### src/verilog/icb_fab_pkg.sv
/*
  Shared widths, target count and payload types of the 1-to-4 bus fabric.
  Every fabric module and the testbench refer to these by scoped name.
*/

package icb_fab_pkg;

  // Bus widths
  localparam int AW = 32;
  localparam int DW = 32;

  // Mapped targets, the default target sits at index N_TGT
  localparam int N_TGT = 4;

  ////////////////////////////////////////
  // Encodings
  ////////////////////////////////////////

  typedef enum logic [1:0] {
    SZ_BYTE = 2'd0,
    SZ_HALF = 2'd1,
    SZ_WORD = 2'd2
  } icb_size_e;

  typedef enum logic {
    ST_IDLE = 1'b0,
    ST_BUSY = 1'b1
  } split_state_e;

  ////////////////////////////////////////
  // Channel payloads
  ////////////////////////////////////////

  // Command channel, valid and ready travel beside it
  typedef struct packed {
    logic [AW-1:0]   addr;
    logic            read;
    logic [DW-1:0]   wdata;
    logic [DW/8-1:0] wmask;
    icb_size_e       size;
  } icb_cmd_t;

  // Response channel
  typedef struct packed {
    logic          err;
    logic [DW-1:0] rdata;
  } icb_rsp_t;

endpackage

### src/verilog/icb_addr_decode.sv
/*
  Address decoder of the bus fabric. Compares the command address with the
  region of each enabled target and returns a one-hot select whose top bit
  picks the default target. Purely combinational.
*/

module icb_addr_decode #(
  parameter logic [icb_fab_pkg::N_TGT-1:0][icb_fab_pkg::AW-1:0] BASE_ADDR = {
    32'h0000_4000, 32'h0000_3000, 32'h0000_2000, 32'h0000_1000
  },
  parameter logic [icb_fab_pkg::N_TGT-1:0][7:0] REGION_LSB = {icb_fab_pkg::N_TGT{8'd12}}
) (
  input  logic [icb_fab_pkg::AW-1:0]  i_addr,
  input  logic [icb_fab_pkg::N_TGT-1:0] i_tgt_en,
  output logic [icb_fab_pkg::N_TGT:0]   o_sel
);

  logic [icb_fab_pkg::N_TGT-1:0] hit;

  // Region match, bits below REGION_LSB are the offset inside the region
  for (genvar t = 0; t < icb_fab_pkg::N_TGT; t++) begin : g_match
    localparam logic [icb_fab_pkg::AW-1:0] REGION_MASK =
      {icb_fab_pkg::AW{1'b1}} << REGION_LSB[t];

    assign hit[t] = i_tgt_en[t] &
                    ((i_addr & REGION_MASK) == (BASE_ADDR[t] & REGION_MASK));
  end

  // Keep the select one-hot when regions overlap
  always_comb begin
    logic taken;
    taken = 1'b0;
    o_sel = '0;
    for (int t = 0; t < icb_fab_pkg::N_TGT; t++) begin
      if (hit[t] && !taken) begin
        o_sel[t] = 1'b1;
        taken    = 1'b1;
      end
    end
    // Nothing mapped here, so the default target answers
    o_sel[icb_fab_pkg::N_TGT] = ~taken;
  end

endmodule

### src/verilog/icb_split_ctrl.sv
/*
  Split controller of the bus fabric. Counts outstanding transactions,
  remembers which target they went to and only lets a new command pass when
  it goes to that same target and the count has room left.
*/

module icb_split_ctrl #(
  parameter int MAX_OUTS = 2
) (
  input  logic                        clk,
  input  logic                        i_rst,
  input  logic                        i_cmd_valid,
  input  logic [icb_fab_pkg::N_TGT:0] i_sel,
  input  logic                        i_cmd_ready_sel,
  input  logic                        i_rsp_valid_sel,
  input  logic                        i_rsp_ready,
  output logic                        o_cmd_go,
  output logic [icb_fab_pkg::N_TGT:0] o_rsp_sel
);

  localparam int CW = $clog2(MAX_OUTS + 1);

  icb_fab_pkg::split_state_e state;
  icb_fab_pkg::split_state_e state_nxt;

  logic [CW-1:0]               outs_cnt;
  logic [CW-1:0]               cnt_nxt;
  logic [icb_fab_pkg::N_TGT:0] tgt_ptr;

  logic cmd_hsk;
  logic rsp_hsk;
  logic same_tgt;
  logic has_room;

  assign cmd_hsk = i_cmd_valid & i_cmd_ready_sel;
  assign rsp_hsk = i_rsp_valid_sel & i_rsp_ready;

  ////////////////////////////////////////
  // Acceptance
  ////////////////////////////////////////

  assign same_tgt = (i_sel == tgt_ptr);
  assign has_room = (outs_cnt < CW'(MAX_OUTS));

  // Never two different targets outstanding at once
  assign o_cmd_go = (state == icb_fab_pkg::ST_IDLE) | (same_tgt & has_room);

  // When idle the fresh select routes a zero-cycle response
  assign o_rsp_sel = (state == icb_fab_pkg::ST_IDLE) ? i_sel : tgt_ptr;

  ////////////////////////////////////////
  // Outstanding tracking
  ////////////////////////////////////////

  always_comb begin
    case ({cmd_hsk, rsp_hsk})
      2'b10:   cnt_nxt = outs_cnt + CW'(1);
      2'b01:   cnt_nxt = outs_cnt - CW'(1);
      // Both or neither, the count holds
      default: cnt_nxt = outs_cnt;
    endcase
  end

  always_comb begin
    if (cnt_nxt == '0) begin
      state_nxt = icb_fab_pkg::ST_IDLE;
    end else begin
      state_nxt = icb_fab_pkg::ST_BUSY;
    end
  end

  always_ff @(posedge clk) begin
    if (i_rst) begin
      outs_cnt <= '0;
      state    <= icb_fab_pkg::ST_IDLE;
      tgt_ptr  <= '0;
    end else begin
      outs_cnt <= cnt_nxt;
      state    <= state_nxt;
      if (cmd_hsk) begin
        tgt_ptr <= i_sel;
      end
    end
  end

endmodule

### src/verilog/icb_cmd_route.sv
/*
  Command router of the bus fabric. Fans the initiator command out to the
  selected lane only and returns that lane's ready. Combinational.
*/

module icb_cmd_route (
  input  logic                                          i_cmd_valid,
  input  icb_fab_pkg::icb_cmd_t                         i_cmd,
  input  logic [icb_fab_pkg::N_TGT:0]                   i_sel,
  input  logic                                          i_cmd_go,
  output logic [icb_fab_pkg::N_TGT:0]                   o_tgt_cmd_valid,
  output icb_fab_pkg::icb_cmd_t [icb_fab_pkg::N_TGT-1:0] o_tgt_cmd,
  input  logic [icb_fab_pkg::N_TGT:0]                   i_tgt_cmd_ready,
  output logic                                          o_cmd_ready,
  output logic                                          o_cmd_ready_sel
);

  logic sel_ready;

  // Valid only on the selected lane and only when the controller agrees
  assign o_tgt_cmd_valid = {(icb_fab_pkg::N_TGT + 1){i_cmd_valid & i_cmd_go}} & i_sel;

  // Unselected lanes see an all-zero payload
  always_comb begin
    for (int t = 0; t < icb_fab_pkg::N_TGT; t++) begin
      o_tgt_cmd[t] = i_sel[t] ? i_cmd : '0;
    end
  end

  assign sel_ready = |(i_sel & i_tgt_cmd_ready) & i_cmd_go;

  assign o_cmd_ready     = sel_ready;
  assign o_cmd_ready_sel = sel_ready;

endmodule

### src/verilog/icb_rsp_mux.sv
/*
  Response multiplexer of the bus fabric, which also holds the default
  target. The default target answers in the command cycle with an error and
  zero data; mapped targets are forwarded on the lane named by i_rsp_sel.
*/

module icb_rsp_mux (
  input  logic [icb_fab_pkg::N_TGT:0]                   i_rsp_sel,
  input  logic                                          i_deft_cmd_valid,
  input  logic [icb_fab_pkg::N_TGT-1:0]                 i_tgt_rsp_valid,
  input  icb_fab_pkg::icb_rsp_t [icb_fab_pkg::N_TGT-1:0] i_tgt_rsp,
  input  logic                                          i_rsp_ready,
  output logic                                          o_rsp_valid,
  output icb_fab_pkg::icb_rsp_t                         o_rsp,
  output logic [icb_fab_pkg::N_TGT-1:0]                 o_tgt_rsp_ready,
  output logic                                          o_deft_cmd_ready
);

  localparam icb_fab_pkg::icb_rsp_t DEFT_RSP = '{err: 1'b1, rdata: '0};

  logic [icb_fab_pkg::N_TGT:0]                   all_valid;
  icb_fab_pkg::icb_rsp_t [icb_fab_pkg::N_TGT:0]  all_rsp;
  logic [$bits(icb_fab_pkg::icb_rsp_t)-1:0]      rsp_or;
  logic                                          valid_or;

  ////////////////////////////////////////
  // Default target
  ////////////////////////////////////////

  // Zero-cycle answer, so it can take a command only when the
  // initiator can take the response
  assign o_deft_cmd_ready = i_rsp_ready;

  assign all_valid = {i_deft_cmd_valid, i_tgt_rsp_valid};
  assign all_rsp   = {DEFT_RSP, i_tgt_rsp};

  ////////////////////////////////////////
  // Response select
  ////////////////////////////////////////

  // AND-OR mux over the one-hot select
  always_comb begin
    valid_or = 1'b0;
    rsp_or   = '0;
    for (int i = 0; i <= icb_fab_pkg::N_TGT; i++) begin
      valid_or = valid_or | (i_rsp_sel[i] & all_valid[i]);
      if (i_rsp_sel[i]) begin
        rsp_or = rsp_or | all_rsp[i];
      end
    end
  end

  assign o_rsp_valid = valid_or;
  assign o_rsp       = rsp_or;

  // Back-pressure reaches only the lane being served
  assign o_tgt_rsp_ready = {icb_fab_pkg::N_TGT{i_rsp_ready}}
                         & i_rsp_sel[icb_fab_pkg::N_TGT-1:0];

endmodule

### src/verilog/icb_bus_1to4.sv
/*
  Bus fabric with one initiator and four address-decoded targets plus a
  built-in default target. Commands pass without a register stage; the split
  controller keeps all outstanding transactions on a single target.
*/

module icb_bus_1to4 #(
  parameter int MAX_OUTS = 2,
  parameter logic [icb_fab_pkg::N_TGT-1:0][icb_fab_pkg::AW-1:0] BASE_ADDR = {
    32'h0000_4000, 32'h0000_3000, 32'h0000_2000, 32'h0000_1000
  },
  parameter logic [icb_fab_pkg::N_TGT-1:0][7:0] REGION_LSB = {icb_fab_pkg::N_TGT{8'd12}}
) (
  input  logic                                          clk,
  input  logic                                          i_rst,
  input  logic [icb_fab_pkg::N_TGT-1:0]                 i_tgt_en,

  // Initiator side
  input  logic                                          i_cmd_valid,
  output logic                                          o_cmd_ready,
  input  icb_fab_pkg::icb_cmd_t                         i_cmd,
  output logic                                          o_rsp_valid,
  input  logic                                          i_rsp_ready,
  output icb_fab_pkg::icb_rsp_t                         o_rsp,

  // Target side, one lane per mapped target
  output logic [icb_fab_pkg::N_TGT-1:0]                 o_tgt_cmd_valid,
  input  logic [icb_fab_pkg::N_TGT-1:0]                 i_tgt_cmd_ready,
  output icb_fab_pkg::icb_cmd_t [icb_fab_pkg::N_TGT-1:0] o_tgt_cmd,
  input  logic [icb_fab_pkg::N_TGT-1:0]                 i_tgt_rsp_valid,
  output logic [icb_fab_pkg::N_TGT-1:0]                 o_tgt_rsp_ready,
  input  icb_fab_pkg::icb_rsp_t [icb_fab_pkg::N_TGT-1:0] i_tgt_rsp
);

  logic [icb_fab_pkg::N_TGT:0] sel;
  logic [icb_fab_pkg::N_TGT:0] rsp_sel;
  logic [icb_fab_pkg::N_TGT:0] lane_cmd_valid;
  logic [icb_fab_pkg::N_TGT:0] lane_cmd_ready;

  logic cmd_go;
  logic cmd_ready_sel;
  logic deft_cmd_valid;
  logic deft_cmd_ready;

  ////////////////////////////////////////
  // Decode and control
  ////////////////////////////////////////

  icb_addr_decode #(
    .BASE_ADDR  (BASE_ADDR),
    .REGION_LSB (REGION_LSB)
  ) u_addr_decode (
    .i_addr   (i_cmd.addr),
    .i_tgt_en (i_tgt_en),
    .o_sel    (sel)
  );

  icb_split_ctrl #(
    .MAX_OUTS (MAX_OUTS)
  ) u_split_ctrl (
    .clk             (clk),
    .i_rst           (i_rst),
    .i_cmd_valid     (i_cmd_valid),
    .i_sel           (sel),
    .i_cmd_ready_sel (cmd_ready_sel),
    .i_rsp_valid_sel (o_rsp_valid),
    .i_rsp_ready     (i_rsp_ready),
    .o_cmd_go        (cmd_go),
    .o_rsp_sel       (rsp_sel)
  );

  ////////////////////////////////////////
  // Command and response datapath
  ////////////////////////////////////////

  // Top lane belongs to the default target
  assign lane_cmd_ready  = {deft_cmd_ready, i_tgt_cmd_ready};
  assign o_tgt_cmd_valid = lane_cmd_valid[icb_fab_pkg::N_TGT-1:0];
  assign deft_cmd_valid  = lane_cmd_valid[icb_fab_pkg::N_TGT];

  icb_cmd_route u_cmd_route (
    .i_cmd_valid     (i_cmd_valid),
    .i_cmd           (i_cmd),
    .i_sel           (sel),
    .i_cmd_go        (cmd_go),
    .o_tgt_cmd_valid (lane_cmd_valid),
    .o_tgt_cmd       (o_tgt_cmd),
    .i_tgt_cmd_ready (lane_cmd_ready),
    .o_cmd_ready     (o_cmd_ready),
    .o_cmd_ready_sel (cmd_ready_sel)
  );

  icb_rsp_mux u_rsp_mux (
    .i_rsp_sel        (rsp_sel),
    .i_deft_cmd_valid (deft_cmd_valid),
    .i_tgt_rsp_valid  (i_tgt_rsp_valid),
    .i_tgt_rsp        (i_tgt_rsp),
    .i_rsp_ready      (i_rsp_ready),
    .o_rsp_valid      (o_rsp_valid),
    .o_rsp            (o_rsp),
    .o_tgt_rsp_ready  (o_tgt_rsp_ready),
    .o_deft_cmd_ready (deft_cmd_ready)
  );

endmodule

### config.mk
export PLATFORM = sky130hd
export DESIGN_NAME = icb_bus_1to4
export DESIGN_NICKNAME = d
export VERILOG_FILES = /design/src/verilog/icb_fab_pkg.sv /design/src/verilog/icb_addr_decode.sv /design/src/verilog/icb_split_ctrl.sv /design/src/verilog/icb_cmd_route.sv /design/src/verilog/icb_rsp_mux.sv /design/src/verilog/icb_bus_1to4.sv
export SDC_FILE = /design/constraint.sdc
export NUM_CORES = 1
export LEC_CHECK = 0
export BUFFER_PORTS_ARGS = -buffer_cell sky130_fd_sc_hd__clkbuf_2
export CAP_MARGIN = 15
export CORE_AREA = 2 2 211 213
export CTS_CLUSTER_SIZE = 14
export DETAILED_ROUTE_END_ITERATION = 16
export DIE_AREA = 0 0 213 215
export GPL_TIMING_DRIVEN = 0
export PLACE_DENSITY = 0.3
export SLEW_MARGIN = 25
export SYNTH_ARGS = -nofsm -noshare
export SYNTH_HDL_FRONTEND = slang
export SYNTH_SLANG_ARGS = --single-unit
### constraint.sdc
create_clock -name clk -period 2.4 [get_ports clk]
set_input_delay 0.12 -clock clk [delete_from_list [all_inputs] [get_ports clk]]
set_output_delay 0.12 -clock clk [all_outputs]
set_load 0.02 [all_outputs]
==> flow_summary_export.csv, run 1 <==
group,metric,value,unit
outcome,outcome,"finished with violations",
outcome,violated_checks,"negative setup slack",
synth,postSynthRegisterBits,8,
setup_path,slowest_stage,"or4_4",
detailed_routing,drt-initial-drc-count,358,
detailed_routing,drt-pass1-iter-count,5,
sta,maxClockFrequency,398,MHz
hold_path,holdPathStages,2,
clocking,cts_hold_buffers,0,
placed_design,place.detailed.hpwl,24.6,mm
power,power-per-cell-area,180,mW/mm^2
setup_path,critPathTopFamily,"compound AO/OA/AOI/OAI gates",
clocking,clock_transition_at_the_registers_of_the_reported_paths,0.04,ns
detailed_routing,top_layer_used,"met4",
synth,post_synth_num_cell_types,53,
hold_path,hold_end,"u_split_ctrl.outs_cnt[1]$_SDFF_PP0_",
setup_path,reg2reg_to,"u_split_ctrl.state$_SDFF_PP0_",
run,cap_violations,0,
detailed_routing,met2_length,15.6,mm
cells_and_area,antenna_diode_count,0,
sta,finalHoldWorstSlack,0.253,ns
cells_and_area,stdcell_area,0.00787,sq mm
clocking,h_tree_lvl_count,1,
sta,worstMarginPinSlew,0.660,ns
synth,synth_sequential_area_ratio,4.48,%
synth,post_synth_inst_count,550,
sta,setup_violations,3,
setup_path,startpoint_type,"input port",
detailed_routing,route.detailed.wl_per_inst,16.9,microns
sta,period_minus_slack,2.52,ns
cells_and_area,finish.cell_count_without_fillers,1725,
setup_path,worstSetupEndpointType,"register",
floorplanning,dieWidth,213,microns
sta,worst_case_setup_margin_in_the_final_layout,-0.115,ns
grt,pin_count_of_the_biggest_net_entering_global_routing,11,
cells_and_area,fillerInstances,5104,
power,ir_drop,0.231,mV
placed_design,port-buffer-count,469,
synth,postSynthAreaPerCell,6.50,sq um
placed_design,post_place_cell_area,0.00697,sq mm
clocking,cts-buffers-inserted,3,
detailed_routing,route.layer.met1.wl,11.7,mm
cells_and_area,layout-drive-gt1-share,58.1,%
setup_path,critical_path.cell_chain,"buf_6, or4_4, a211o_4, a32oi_2, nand2_1, a221o_1, o21a_1, ha_4, xnor2_2, nor2_2, xnor2_2, a21oi_1",
hold_path,min_from,"i_rst",
clocking,ctsLongestPathBuffers,2,
sta,final_max_slew_violation_count,0,
sta,slew_headroom,56.0,%
grt,global_route.overflow_total,0,
sta,hold_viol_final,0,
sta,clock_skew,0.000943,ns
setup_path,path_common_cell,"xnor2_2",
detailed_routing,dr_total_vias,6086,
power,cellLeakagePower,5.05,nW
floorplanning,coreArea,0.0436,sq mm
floorplanning,placement_rows,77,
detailed_routing,routed_wl,29.2,mm
sta,grt_setup_unrepaired,"yes",
setup_path,critical_path.max_stage_delay,0.62,ns
clocking,clock_insertion_delay_at_the_later_pin_of_the_skew_report,0.23,ns
detailed_routing,routed-wl-met3,1.79,mm
grt,antenna_violations_before_repair,2,
cells_and_area,post_route_utilization,18.0,%
power,post-layout-total-power,1.42,mW
clocking,ctsRootBufferMaster,"clkbuf_16",
synth,synth.cell_area,0.00357,sq mm
cells_and_area,flow.area_growth_from_synthesis,120,%
grt,grt_first_pass_wirelength,39.4,mm
synth,ys_warn_count,0,
setup_path,path_class,"in2reg",
setup_path,worst_reg_to_reg_path_cell_count,13,
placed_design,routabilityCongestion,0.782,
placed_design,place_ws,-1.30,ns
floorplanning,initial_core_util,8.19,%
clocking,cts_tree,"yes",
clocking,numClockSinks,8,
grt,globalRouteTotalUtil,11.6,%
detailed_routing,vias_per_cell,3.53,
setup_path,worst-path-max-fanout,5,
grt,vias_in_the_first_global_route,5793,
setup_path,cp_data_required_time,2.50,ns
floorplanning,floorplan.die_area,0.0458,sq mm
hold_path,worstHoldPathType,"in2reg",
cells_and_area,nets,1355,
setup_path,worst-r2r-setup-slack,-0.07,ns
setup_path,timing.critical_path.buf_inv,1,
detailed_routing,antenna_violating_nets_post_route,0,
setup_path,worstReg2RegStart,"u_split_ctrl.state$_SDFF_PP0_",
placed_design,cell_count_after_placement,1686,
floorplanning,die_h,215,microns
sta,final_layout_setup_total_negative_slack,-0.210,ns
floorplanning,floorplan.io_pins,546,
setup_path,worst_ep_arrival_time,2.61,ns
detailed_routing,drcViolationCount,0,
sta,post-route-period-util,105,%
flip-flops by register name, indices dropped and copies added (netlist names):
register,flops
u_split_ctrl.outs_cnt,2
u_split_ctrl.state,1
u_split_ctrl.tgt_ptr,5
synth_stat cells (all sizes together):
cell / number / share of area, %
nor4: 4 / 1.5
dfxtp: 8 / 4.5
or3: 1 / 0.18
or2: 1 / 0.18
o21ai: 9 / 1.5
o41ai: 2 / 1.2
a21o: 3 / 0.63
a22o: 1 / 0.25
a211o: 1 / 0.49
nand2b: 1 / 0.18
nand2: 78 / 8.2
o21a: 1 / 0.21
a222oi: 32 / 9.0
inv: 4 / 0.42
ha: 1 / 0.35
a32oi: 1 / 0.25
and3: 156 / 27
buf: 84 / 17
o31a: 1 / 0.25
nor4bb: 1 / 0.28
xnor2: 2 / 0.49
and4bb: 1 / 0.35
a21oi: 7 / 1.2
a22oi: 2 / 0.42
a31o: 1 / 0.25
and4: 1 / 0.25
o21bai: 1 / 0.21
xor2: 3 / 0.95
and2: 57 / 10
or4: 1 / 0.32
nand4: 2 / 0.77
o31ai: 1 / 0.21
o41a: 1 / 0.32
nor2b: 4 / 0.91
nor2: 12 / 1.3
conb: 1 / 0.10
a221o: 2 / 0.56
clkbuf: 47 / 4.9
nor3: 6 / 1.5
nand3: 8 / 1.1
routing by layer:
metal	vias up	GRT usage [%]
met5	-	0
met3	6	1.36
met4	0	0.769
met1	2798	13.6
met2	289	22.9
li1	2993	-
where the power goes:
part | leakage (nW) | switching [mW] | internal [mW]
Combinational | 4.95 | 0.491 | 0.453
Sequential | 0.0652 | 0.0440 | 0.157
Clock | 0.0370 | 0.0592 | 0.214
cell families after synthesis:
family | count (synthesis) | synth area share, %
flip-flops | 8 | 4.48
AO/OA/AOI/OAI | 66 | 16.9
XOR/XNOR | 5 | 1.44
adder cells (fa/ha/maj) | 1 | 0.350
buffers and inverters | 135 | 22.5
other | 1 | 0.105
AND/OR/NAND/NOR | 334 | 54.3
layout make-up:
class	count	area, sq um	area share, %
Tap cell	592	741	9.42
Inverter	4	15.0	0.191
Clock buffer	3	75.1	0.954
Sequential cell	8	160	2.04
Multi-Input combinational cell	481	3080	39.1
Buffer	129	943	12.0
Timing Repair Buffer	508	2860	36.3
cells in the final DEF, fill, tap and decap left out, types with 3 or more instances in the layout:
cell type  count
nor2b_1        3
clkbuf_2     450
clkbuf_4       3
nand2_1       74
buf_8          6
o21ai_1        4
nor2_1         8
nand3_1        8
dfxtp_1        8
and2_1        55
buf_2          5
clkbuf_16      5
clkbuf_8       7
buf_6         28
inv_1          4
and3_1       155
buf_4        112
clkbuf_1      22
conb_1        75
nor4_4         3
a21oi_1        5
a222oi_1      32
worst register-to-register path, delay by kind of cell, from the launching register on:
kind	cells	cell delay, ns
AO/OA/AOI/OAI	5	0.82
XOR/XNOR	2	0.25
adder cells (fa/ha/maj)	1	0.17
buffers and inverters	2	0.39
flip-flops	1	0.39
AND/OR/NAND/NOR	3	0.30
worst max-delay path by stage:
stage | from | end | slack [ns] | cells after the start
floorplan | i_cmd[66] | u_split_ctrl.state$_SDFF_PP0_ | -0.11 | 12
global placement | i_cmd[51] | u_split_ctrl.state$_SDFF_PP0_ | -1.22 | 13
detailed placement | i_cmd[51] | u_split_ctrl.state$_SDFF_PP0_ | -1.30 | 14
CTS | i_cmd[70] | u_split_ctrl.state$_SDFF_PP0_ | -0.12 | 12
global route | i_cmd[70] | u_split_ctrl.state$_SDFF_PP0_ | -0.24 | 12
finish | i_cmd[70] | u_split_ctrl.state$_SDFF_PP0_ | -0.12 | 12
timing repair:
| item | 4_1_cts | 5_1_grt |
|---|---|---|
| setup buffers | 27 | 11 |
| pin swaps | 23 | 11 |
| cloned | 0 | 2 |
| resized for setup | 99 | 83 |
| endpoints found under the setup margin | 245 | 99 |
Power figures use the tool's default switching activity.
==> run 2, diff against run 1 <==
ABC_AREA = 1   (was unset)
CORE_AREA = 2 2 214 216   (was 2 2 211 213)
DIE_AREA = 0 0 216 218   (was 0 0 213 215)
SETUP_SLACK_MARGIN = 0.5   (was unset)
==> flow_summary_export.csv, run 2 <==
group,metric,value,unit
cells_and_area,largest_register_ffs,5,
synth,synth_simple_gate_area_share,50.2,%
synth,synth_area_leaders,"nor2_1, buf_4, nand2_1",
synth,synth_sequential_area_ratio,4.65,%
synth,yosysMostFrequentCell,"nor2_1",
sta,final_layout_setup_total_negative_slack,0,ns
synth,synth_enable_flop_cells,0,
cells_and_area,layout-drive-gt1-share,58.8,%
cells_and_area,post_route_utilization,19.8,%
synth,synth_top_family_by_area,"simple AND/OR/NAND/NOR gates",
placed_design,cell_count_after_placement,1857,
placed_design,routabilityCongestion,0.788,
synth,yosys.area_share.adder,0.364,%
power,post-layout-total-power,4.73,mW
grt,globalRouteTotalUtil,9.95,%
setup_path,critPathLaunch,"i_cmd[59]",
cells_and_area,final-seq-area,160,sq um
floorplanning,dieWidth,216,microns
synth,ys_top_cells_by_count,"nor2_1, nand2_1, inv_1",
synth,synth-compound-area-share,10.3,%
setup_path,reg2reg_to,"u_split_ctrl.state$_SDFF_PP0_",
floorplanning,placement_rows,78,
synth,ys_warn_count,0,
outcome,outcome,"complete, no violations",
cells_and_area,mostFrequentLayoutCells,"clkbuf_2, nor2_1, buf_4",
grt,vias_in_the_first_global_route,5949,
grt,pin_count_of_the_biggest_net_entering_global_routing,11,
sta,final_max_slew_violation_count,0,
grt,grt-busiest-layer,"met2",
setup_path,path_class,"in2reg",
power,ir_drop,0.509,mV
detailed_routing,antenna_violating_nets_post_route,0,
grt,grtUsageMet2,20.6,%
cells_and_area,max_flop_register,"u_split_ctrl.tgt_ptr",
clocking,clock_insertion_delay_at_the_later_pin_of_the_skew_report,0.23,ns
grt,antenna_violations_before_repair,2,
detailed_routing,dr_total_vias,6358,
detailed_routing,drt-initial-drc-count,115,
sta,hold_viol_final,0,
power,power-per-cell-area,531,mW/mm^2
setup_path,critical_path.endpoint,"u_split_ctrl.state$_SDFF_PP0_",
synth,synthMuxAreaShare,0,%
clocking,clock_transition_at_the_registers_of_the_reported_paths,0.04,ns
synth,postSynthRegisterBits,8,
setup_path,worst_reg_to_reg_path_cell_count,14,
sta,grt_setup_unrepaired,"yes",
cells_and_area,nets,1541,
setup_path,worstReg2RegStart,"u_split_ctrl.state$_SDFF_PP0_",
cells_and_area,multi_input_comb_area,0.00314,sq mm
cells_and_area,registers_with_the_most_flip_flops,"u_split_ctrl.tgt_ptr: 5 flops, u_split_ctrl.outs_cnt: 2 flops, u_split_ctrl.state: 1 flops",
cells_and_area,fillerInstances,5230,
cells_and_area,most_common_cell_after_layout_fill_and_taps_aside,"clkbuf_2",
floorplanning,initial_core_util,7.66,%
cells_and_area,finish.cell_count_without_fillers,1919,
sta,post-route-period-util,93.5,%
synth,postSynthAreaPerCell,4.83,sq um
setup_path,worst-r2r-setup-slack,0.24,ns
grt,global_route.overflow_total,0,
setup_path,slowest_stage,"ha_4",
detailed_routing,drt-pass1-iter-count,6,
synth,synth_ff_type,"dfxtp_1",
synth,ys_async_sr_fraction,0,%
clocking,h_tree_lvl_count,1,
synth,post_synth_inst_count,713,
sta,finalHoldWorstSlack,0.111,ns
synth,post_synth_num_cell_types,31,
setup_path,worstSetupEndpointType,"register",
setup_path,startpoint_type,"input port",
detailed_routing,routed_wl,26.5,mm
clocking,cts_tree,"yes",
floorplanning,coreArea,0.0449,sq mm
setup_path,critical_path.max_stage_delay,0.22,ns
clocking,cts_hold_buffers,0,
grt,grt_first_pass_wirelength,35.7,mm
placed_design,port-buffer-count,469,
detailed_routing,vias_per_cell,3.31,
synth,yosys.area.top_type,"nor2_1",
cells_and_area,antenna_diode_count,0,
power,cellLeakagePower,5.38,nW
run,cap_violations,0,
grt,grt_use_met3,2.43,%
floorplanning,floorplan.io_pins,546,
setup_path,path_common_cell,"nand2_1",
sta,maxClockFrequency,445,MHz
setup_path,critical_path.cell_chain,"clkbuf_2, nor2_4, nand2_2, nor2_4, buf_6, nand3_4, buf_4, nand3_1, nand2_1, nand2_1, nand3_2, nand2_4, nand3_4, a21oi_4, ha_4, nor3b_4, nand2_1, nand2_1, o22ai_1",
detailed_routing,drcViolationCount,0,
clocking,ctsLongestPathBuffers,2,
clocking,cts-buffers-inserted,3,
detailed_routing,route.detailed.wl_per_inst,13.8,microns
sta,clock_skew,0.00273,ns
floorplanning,floorplan.die_area,0.0471,sq mm
setup_path,worst-path-max-fanout,5,
setup_path,cp_data_required_time,2.51,ns
floorplanning,die_h,218,microns
synth,synth.cell_area,0.00344,sq mm
hold_path,worstHoldPathType,"in2reg",
placed_design,place.detailed.hpwl,21.7,mm
clocking,numClockSinks,8,
sta,setup_violations,0,
clocking,ctsRootBufferMaster,"clkbuf_16",
cells_and_area,flow.area_growth_from_synthesis,159,%
synth,synthXorXnorAreaFrac,0.255,%
sta,period_minus_slack,2.24,ns
grt,globalRouteMet1Util,9.97,%
synth,synth_top_area_share,25.9,%
setup_path,worst_ep_arrival_time,2.35,ns
-- run 2: changes by cell type after synthesis, moves of 7 or more --
cell       previous run  this run
nand2_1              78       149
a222oi_1             32         0
and2_1               56         1
buf_1                 2         9
nand4_1               1         8
clkbuf_1             47        15
inv_1                 4       115
o2111ai_1             0        32
and3_1              156         1
nor2_1               12       237
-- run 2: layer usage --
metal / share of wire [%] / wire [microns] / vias up
li1: - / - / 3206
met1: 35 / 9370 / 2827
met2: 56 / 14900 / 295
met3: 7.2 / 1910 / 26
met4: 1.4 / 374 / 4
met5: 0.13 / 34 / -
-- run 2: report_power, final --
group	total, mW	switching [mW]	internal (mW)
Sequential	0.196	0.0291	0.167
Combinational	4.26	2.14	2.11
Clock	0.277	0.0629	0.215
Total	4.73	2.24	2.50
-- run 2: critical path: cells and delay by family --
kind,cells,cell delay (ns)
compound gates,2,0.25
buf+inv,3,0.39
simple gates,13,1.36
fa+ha+maj,1,0.22
-- run 2: how the worst min path moves through the flow --
| stage | startpoint | endpoint | slack, ns | cells after the start |
|---|---|---|---|---|
| 6_report | i_rst | u_split_ctrl.outs_cnt[0]$_SDFF_PP0_ | 0.11 | 2 |
| 5_1_grt | i_rst | u_split_ctrl.outs_cnt[0]$_SDFF_PP0_ | 0.12 | 2 |
| 4_1_cts | i_rst | u_split_ctrl.outs_cnt[0]$_SDFF_PP0_ | 0.12 | 2 |
| 3_5_place_dp | i_rst | u_split_ctrl.outs_cnt[0]$_SDFF_PP0_ | 0.36 | 2 |
| 3_3_place_gp | i_rst | u_split_ctrl.outs_cnt[0]$_SDFF_PP0_ | 0.36 | 2 |
| 2_1_floorplan | i_rst | u_split_ctrl.outs_cnt[0]$_SDFF_PP0_ | 0.19 | 1 |
-- run 2: layout make-up --
| type | instances | share of cell area, % |
|---|---|---|
| clock buffer | 3 | 0.843 |
| timing repair buffer | 529 | 37.8 |
| buffer | 112 | 10.6 |
| tap | 600 | 8.43 |
| inverter | 120 | 5.31 |
| sequential | 8 | 1.80 |
| multi-input combinational | 547 | 35.2 |
-- run 2: cells by family (layout without fill, tap and decap cells) --
| family | Yosys count | in the layout |
|---|---|---|
| AOI/OAI and AO/OA | 45 | 45 |
| xor gates and xnor gates | 1 | 1 |
| adders and majority gates | 1 | 1 |
| buffers and inverters | 232 | 764 |
| DFF | 8 | 8 |
| other | 1 | 75 |
| and+or+nand+nor | 425 | 425 |
-- run 2: per-stage QoR --
stage,area (sq um),setup slack [ns]
3_3_place_gp,6870,-0.741
2_1_floorplan,3780,0.213
6_report,8910,0.155
4_1_cts,8050,0.0717
5_1_grt,8910,0.0163
3_5_place_dp,6880,-0.590
-- run 2: what timing repair did --
item	in CTS	in global routing
gates resized for setup	203	214
endpoints found under the setup margin	218	184
gates cloned	3	3
buffers inserted	39	14
pin swaps	33	43
